**config.mk**
```make
export PLATFORM = sky130hd
export DESIGN_NAME = map_stage2
export DESIGN_NICKNAME = d
export VERILOG_FILES = /design/src/verilog/vmem_pkg.sv /design/src/verilog/map_stage2.sv
export VERILOG_INCLUDE_DIRS = /design/src /design/src/verilog
export SDC_FILE = /design/constraint.sdc
export NUM_CORES = 1
export LEC_CHECK = 0
export BUFFER_PORTS_ARGS = -buffer_cell sky130_fd_sc_hd__buf_4
export CORE_MARGIN = 5
export CORE_UTILIZATION = 31
export DETAILED_ROUTE_END_ITERATION = 12
export GPL_TIMING_DRIVEN = 0
export HOLD_SLACK_MARGIN = 0.12
export PLACE_DENSITY = 0.83
export SLEW_MARGIN = 20
export SYNTH_ARGS = -nofsm -noshare
export SYNTH_HDL_FRONTEND = slang
export SYNTH_SLANG_ARGS = --single-unit
```
**constraint.sdc**
```tcl
create_clock -name clk_a -period 0.8 [get_ports clk_a]
set_input_delay 0.08 -clock clk_a [delete_from_list [all_inputs] [get_ports clk_a]]
set_output_delay 0.08 -clock clk_a [all_outputs]
set_load 0.02 [all_outputs]
```
**src/verilog/vmem_settings.svh**
```systemverilog
// sizes and bit layout of the two-level virtual memory map
// the level-1 word layout is shared by the stage-2 decode and the testbench model
`ifndef VMEM_SETTINGS_SVH
`define VMEM_SETTINGS_SVH

`define VMEM0_DEPTH        2048
`define VMEM1_DEPTH        1024

`define VMA_WIDTH          24
`define VMEM0_ADDR_WIDTH   11     // vma 23:13
`define VMEM0_DATA_WIDTH   5      // block number
`define VMEM1_ADDR_WIDTH   10     // block, vma 12:8
`define VMEM1_WORD_WIDTH   24
`define PPAGE_WIDTH        14
`define PAGE_OFFSET_WIDTH  8      // vma 7:0
`define PMA_WIDTH          22
`define MAP_STATUS_WIDTH   2

// level-1 word fields
`define VMEM1_ACCESS_BIT   23
`define VMEM1_WRITE_BIT    22
`define VMEM1_STATUS_HI    21
`define VMEM1_STATUS_LO    20
`define VMEM1_PAGE_HI      13
`define VMEM1_PAGE_LO      0

`endif

```
**src/verilog/vmem_pkg.sv**
```systemverilog
// vector types for the map lookup path
// widths come from the settings header
`include "vmem_settings.svh"

package vmem_pkg;

   // virtual address, split 11 / 5 / 8 by the two map levels
   typedef logic [`VMA_WIDTH-1:0]          vma_t;

   typedef logic [`VMEM0_ADDR_WIDTH-1:0]   vmem0_addr_t;
   typedef logic [`VMEM0_DATA_WIDTH-1:0]   vmem0_data_t;   // block number

   typedef logic [`VMEM1_ADDR_WIDTH-1:0]   vmem1_addr_t;
   typedef logic [`VMEM1_WORD_WIDTH-1:0]   vmem1_word_t;

   typedef logic [`PPAGE_WIDTH-1:0]        ppage_t;
   typedef logic [`PAGE_OFFSET_WIDTH-1:0]  page_offset_t;

   // physical page followed by page offset
   typedef logic [`PMA_WIDTH-1:0]          pma_t;

   typedef logic [`MAP_STATUS_WIDTH-1:0]   map_status_t;

endpackage

```
**src/verilog/map_stage2.sv**
```systemverilog
// final stage, decodes the level-1 word into pma, status and faults
// pma and map_status are only meaningful while map_valid is high
`timescale 1ns/1ns
`include "vmem_settings.svh"

module map_stage2
(
   input  logic                   clk_a,
   input  logic                   reset,
   input  logic                   s1_valid,
   input  vmem_pkg::vmem1_word_t  vmem1_q,
   input  vmem_pkg::page_offset_t s1_offset,
   input  logic                   s1_write,
   output logic                   map_valid,
   output vmem_pkg::pma_t         pma,
   output vmem_pkg::map_status_t  map_status,
   output logic                   map_fault,
   output logic                   write_fault
);

   import vmem_pkg::*;

   ppage_t      page;
   map_status_t status;
   logic        access_ok;
   logic        write_ok;

   assign page      = vmem1_q[`VMEM1_PAGE_HI:`VMEM1_PAGE_LO];
   assign status    = vmem1_q[`VMEM1_STATUS_HI:`VMEM1_STATUS_LO];
   assign access_ok = vmem1_q[`VMEM1_ACCESS_BIT];
   assign write_ok  = vmem1_q[`VMEM1_WRITE_BIT];

   // faults pulse only alongside map_valid
   always_ff @(posedge clk_a)
   begin
      if (reset)
      begin
         map_valid   <= 1'b0;
         map_fault   <= 1'b0;
         write_fault <= 1'b0;
      end
      else
      begin
         map_valid   <= s1_valid;
         map_fault   <= s1_valid & ~access_ok;
         // no write fault on a page that is not mapped at all
         write_fault <= s1_valid & access_ok & s1_write & ~write_ok;
      end
   end

   always_ff @(posedge clk_a)
   begin
      pma        <= {page, s1_offset};
      map_status <= status;
   end

endmodule

```
# After elaboration in Yosys (flattened, before gate mapping)

Cells that the tools add are included.

Logic and storage cells: 11
Output and inout port bits: 27
Register bits after elaboration: 27

Bitwise logic cells: 6

Operator list:

| operator  | number |
|---|---|
| AND 1 bit | 4 |
| NOT 1 bit | 2 |

# Depth between registers and ports, before layout

Gate-level depths: netlist of run 1.

Depth in word-level cells: 3
Depth in mapped cells: 2

# Worst setup path before layout of run 1

No wires, ideal clock.

Path kind: reg2out
Start point: reg map_fault
End point: out map_fault
Arrival: 0.395 ns
Setup slack: 0.325 ns
Stages on the path, launching flop included: 1
Buffers on the path: 0
Path through: dfxtp_1

RTL lines:

| item                   | RTL line         | RTL |
|---|---|---|
| start, declared        | map_stage2.sv:17 | `output logic map_fault,` |
| start signal, assigned | map_stage2.sv:45 | `map_fault <= s1_valid & ~access_ok;` |

No word-level cell between the ends.

# Worst setup path after layout of run 1

Start point: reg pma[21]
End point: out pma[21]

RTL lines:

| item                   | RTL line         | RTL |
|---|---|---|
| start, declared        | map_stage2.sv:15 | `output vmem_pkg::pma_t pma,` |
| start signal, assigned | map_stage2.sv:53 | `pma <= {page, s1_offset};` |

No word-level cell between the ends.

==> results.json, run 1 <==
{
  "grt_pass1_vias": 600,
  "crit_path_start_kind": "flip-flop",
  "finalInstanceArea_um2": 1480,
  "max_cap_viol_count": 0,
  "ant_nets": 0,
  "syn-instance-count": 32,
  "holdPathEnd": "map_valid$_SDFF_PP0_",
  "grt_overflow_total": 0,
  "peakVddDrop_v": 0.00120,
  "hold_start": "reset",
  "ys_top_cells_by_area": "dfxtp_1, nand2b_4, nor3_2",
  "p_sw_uw": 534,
  "drc": 0,
  "num-fill-cells": 93,
  "grtUsageTotal": 0.137,
  "worstPathCellList": "buf_6",
  "cp_max_fo": 1,
  "die_h_um": 53.1,
  "layout_min_cycle_time_ns": 0.847,
  "hold-path-cell-count": 4,
  "power_density_nw_per_um2": 1670,
  "critPathKind": "flip-flop to primary output",
  "crit_arrival_ns": 0.77,
  "avgViaCountPerCell": 3.77,
  "cp.required_ns": 0.72,
  "yosys.area.top_type_share": 0.939,
  "tightest_slew_ns": 0.126,
  "netlist_area_um2": 576,
  "cpPeakStageDelay_ns": 0.34,
  "routedWlPerCell_um": 12.1,
  "diodes": 0,
  "yosys_warnings": 0,
  "syn_avg_cell_area_um2": 18.0,
  "pre_cts_slack_ns": 0.272,
  "synth_seq_cells": 27,
  "numCtsBuffers": 3,
  "cts_tree": "done",
  "dieArea_um2": 2820,
  "violations": "negative setup slack",
  "power_frac_seq": 0.591,
  "nNetsFinal": 158,
  "area_growth_pct": 157,
  "vias": 550,
  "grt_max_degree": 15,
  "drive_above_1_share": 0.727,
  "dr.first_iter.drc_count": 0,
  "die_w_um": 53.1,
  "cp_slowest_cell": "dfxtp_2",
  "yosysTopAreaCell": "dfxtp_1",
  "hold_viol": 0,
  "fp.coreArea_um2": 1750,
  "synth.yosys.seq_area_share": 0.939,
  "cp-end-kind": "primary output",
  "clock_sinks": 27,
  "initial_core_util": 0.330,
  "setup_violations": 27,
  "h-tree-depth": 1,
  "comb_power_share": 0.193,
  "grt_first_pass_wirelength_mm": 2.61,
  "min_path_type": "input port to flip-flop",
  "timing.fmax_ghz": 1.18,
  "ys_types": 6,
  "crit_buf_inv": 1,
  "antenna_found_initial": 0,
  "status": "complete, but fails checks",
  "clk_pin_slew_ns": 0.13,
  "routed_wl_mm": 1.77,
  "rsz0062_at_grt": "yes",
  "fp-row-count": 15,
  "fin_total_pwr_uw": 2470,
  "final_max_slew_viol_count": 0,
  "leakage_uw": 0.000698,
  "slew_headroom": 0.916,
  "first_pass_iters": 1,
  "timing.final.ws_setup_ns": -0.0465,
  "clkPwrFrac": 0.216,
  "cts.path.max_buffers": 2,
  "cts_root_buf": "clkbuf_4",
  "port-buffer-count": 56,
  "switching_share": 0.216,
  "pin_count": 63,
  "cpLargestDelayFamily": "flip-flops",
  "gp_congestion": 0.576,
  "post_cts_buffers": 0,
  "place_area_um2": 1030,
  "period_share": 1.06,
  "syn-num-nets": 68,
  "cell_internal_pwr_uw": 1930
}
[state kept, by name, summed over array words and instances, names as in the netlist]
register	flops
map_status	2
write_fault	1
map_valid	1
map_fault	1
pma	22
[metrics by stage]
stage | cells | util | hold slack (ns) | TNS [ns]
detailed placement | 113 | 0.589 | 0.186 | 0
CTS | 146 | 0.847 | 0.399 | -1.33
finish | 146 | 0.849 | 0.229 | -1.04
global route | 146 | 0.849 | 0.253 | -2.07
global placement | 113 | 0.589 | 0.185 | 0
floorplan | 32 | - | 0.108 | 0
[cell usage after synthesis]
library cell and instances:
inv_1 1, nor3_2 1, dfxtp_1 27, nor2_1 1, nand2_1 1, nand2b_4 1
[power by group through the flow]
stage               registers, µW  logic (µW)  clock network [µW]
floorplan                    1550        9.80                   0
global placement             1460         313                   0
detailed placement           1460         318                   0
CTS                          1460         475                 558
global route                 1470         502                 615
finish                       1460         476                 533
[worst min-delay path: cells and delay by family]
kind	cells	cell delay (ns)
buf+inv	3	0.31
simple gates	1	0.12
[layer usage]
layer	wire length (µm)	up-vias	track usage
li1	-	274	-
met4	8	0	0.0511
met2	1050	33	0.295
met1	534	241	0.106
met5	0	-	0
met3	182	2	0.0423
[worst max-delay path by stage]
| stage | to | start | cells past startpoint |
|---|---|---|---|
| 6_report | pma[21] | pma[21]$_DFF_P_ | 1 |
| 5_1_grt | pma[21] | pma[21]$_DFF_P_ | 1 |
| 4_1_cts | pma[8] | pma[8]$_DFF_P_ | 1 |
| 3_5_place_dp | write_fault$_SDFF_PP0_ | reset | 3 |
| 3_3_place_gp | write_fault$_SDFF_PP0_ | reset | 3 |
| 2_1_floorplan | map_fault | map_fault$_SDFF_PP0_ | 0 |
[kinds of logic (layout without fill, tap and decap cells)]
group / count (synthesis) / after routing / share of synthesized area
AND/OR/NAND/NOR: 4 / 4 / 0.0543
flip-flops: 27 / 27 / 0.939
buffers and inverters: 1 / 90 / 0.00652
[layout make-up]
class                   count  area [µm²]  area share
repair buffers             85         815       0.550
flip-flops and latches     27         574       0.388
well taps                  25        31.3      0.0211
multi-input cells           4        31.3      0.0211
inverters                   1        3.75     0.00253
clock buffers               4        26.3      0.0177
[timing repair]
item | 4_1_cts | 5_1_grt
hold buffers | 29 | 0
pin swaps | 0 | 0
hold endpoints to repair | 27 | 0
endpoints found under the setup margin | 27 | 28
cloned | 0 | 0
gates resized for setup | 54 | 1
[placed cells by master (no fill, tap or decap), drive strengths merged]
cell type     Yosys  final
dlymetal6s4s      0      1
inv               1      1
nand2             1      1
nor3              1      1
dlygate4sd3       0     28
buf               0     56
clkbuf            0      4
dfxtp            27     27
nand2b            1      1
nor2              1      1
No activity file was read; power rests on OpenSTA's default activity.
==> run 2: changes to the inputs <==
CORE_UTILIZATION = 24   (was 31)
PLACE_DENSITY = 0.69   (was 0.83)
==> results.json, run 2 (same netlist as run 1, synthesis figures left out) <==
{
  "status": "complete, but fails checks",
  "violations": "negative setup slack",
  "crit_path_start_kind": "flip-flop",
  "fp-row-count": 17,
  "ant_nets": 0,
  "slew_headroom": 0.913,
  "grt_pass1_vias": 602,
  "crit_buf_inv": 1,
  "diodes": 0,
  "vias": 556,
  "nNetsFinal": 158,
  "drc": 0,
  "antenna_found_initial": 0,
  "cell_internal_pwr_uw": 1930,
  "finalInstanceArea_um2": 1480,
  "pre_cts_slack_ns": 0.268,
  "die_w_um": 59.0,
  "cts_tree": "done",
  "final_cell_mix": "dlygate4sd3_1, buf_4, dfxtp_2, buf_6, clkbuf_4",
  "gp_congestion": 0.648,
  "grt_first_pass_wirelength_mm": 2.62,
  "timing.fmax_ghz": 1.17,
  "cpPeakStageDelay_ns": 0.35,
  "cts.path.max_buffers": 2,
  "fin_hold_ws_ns": 0.403,
  "tightest_slew_ns": 0.131,
  "hold_viol": 0,
  "timing.final.ws_setup_ns": -0.0567,
  "grtUsageTotal": 0.103,
  "power_frac_seq": 0.589,
  "leakage_uw": 0.000692,
  "peakVddDrop_v": 0.00104,
  "rsz0062_at_grt": "yes",
  "routed_wl_mm": 1.73,
  "clkPwrFrac": 0.220,
  "worstPathCellList": "buf_6",
  "port-buffer-count": 56,
  "comb_power_share": 0.191,
  "clk_pin_slew_ns": 0.13,
  "post_cts_buffers": 0,
  "cp_max_fo": 1,
  "largest_reg_flops": 22,
  "switching_share": 0.222,
  "crit_start": "pma[14]$_DFF_P_",
  "power_density_nw_per_um2": 1670,
  "final_cells": 149,
  "hold_start": "vmem1_q[7]",
  "cts_root_buf": "clkbuf_4",
  "min_path_type": "input port to flip-flop",
  "setup_violations": 27,
  "cpLargestDelayFamily": "flip-flops",
  "dp_cells": 116,
  "place_area_um2": 1030,
  "numCtsBuffers": 3,
  "avgViaCountPerCell": 3.73,
  "dieArea_um2": 3480,
  "dr.first_iter.drc_count": 1,
  "setup_tns_ns": -1.28,
  "layout_min_cycle_time_ns": 0.857,
  "h-tree-depth": 1,
  "cp.required_ns": 0.72,
  "reg_top3": "pma: 22 flops, map_status: 2 flops",
  "period_share": 1.07,
  "crit_arrival_ns": 0.78,
  "pin_count": 63,
  "p_sw_uw": 550,
  "fp.coreArea_um2": 2250,
  "area_growth_pct": 158,
  "cp-end-kind": "primary output",
  "cp_slowest_cell": "dfxtp_2",
  "die_h_um": 59.0,
  "critPathKind": "flip-flop to primary output",
  "grt_overflow_total": 0,
  "drive_above_1_share": 0.736,
  "routedWlPerCell_um": 11.6,
  "grt_max_degree": 16,
  "final_max_slew_viol_count": 0,
  "first_pass_iters": 2,
  "max_cap_viol_count": 0,
  "regMostFlops": "pma",
  "initial_core_util": 0.255,
  "clock_sinks": 27
}
[run 2: cell type report]
type / count / area (µm²)
multi-input cells: 4 / 31.3
repair buffers: 85 / 812
well taps: 28 / 35.0
clock inverters: 1 / 5.00
fillers: 170 / 771
clock buffers: 3 / 22.5
inverters: 1 / 3.75
flip-flops and latches: 27 / 574
[run 2: per-stage QoR]
stage               utilization  power, µW
floorplan                     -       1560
global placement          0.457       1770
detailed placement        0.457       1780
CTS                       0.658       2530
global route              0.658       2610
finish                    0.658       2480
[run 2: per-layer routing]
metal / part of all wire / vias to the layer above / routed length, µm / track usage
met5: 0 / - / 0 / 0
met4: 0 / 0 / 0 / 0.0485
met3: 0.11 / 0 / 192 / 0.0414
met2: 0.55 / 36 / 947 / 0.200
met1: 0.34 / 246 / 586 / 0.0905
li1: - / 274 / - / -
[run 2: path summary, 6_finish.rpt]
path | end | slack [ns] | cells past startpoint
max | pma[14] | -0.06 | 1
min | pma[15]$_DFF_P_ | 0.40 | 2
[run 2: power by group through the flow]
stage / logic, µW / registers (µW) / clock network [µW]
3_3_place_gp: 314 / 1460 / 0
4_1_cts: 473 / 1460 / 595
2_1_floorplan: 9.80 / 1550 / 0
3_5_place_dp: 317 / 1460 / 0
5_1_grt: 500 / 1470 / 639
6_report: 472 / 1460 / 544
[run 2: timing repair]
action                     CTS  global route
pin swaps                    0             0
hold buffers                29             0
resized for setup           54             0
hold endpoints to repair    27             0
setup endpoints to repair   27            27
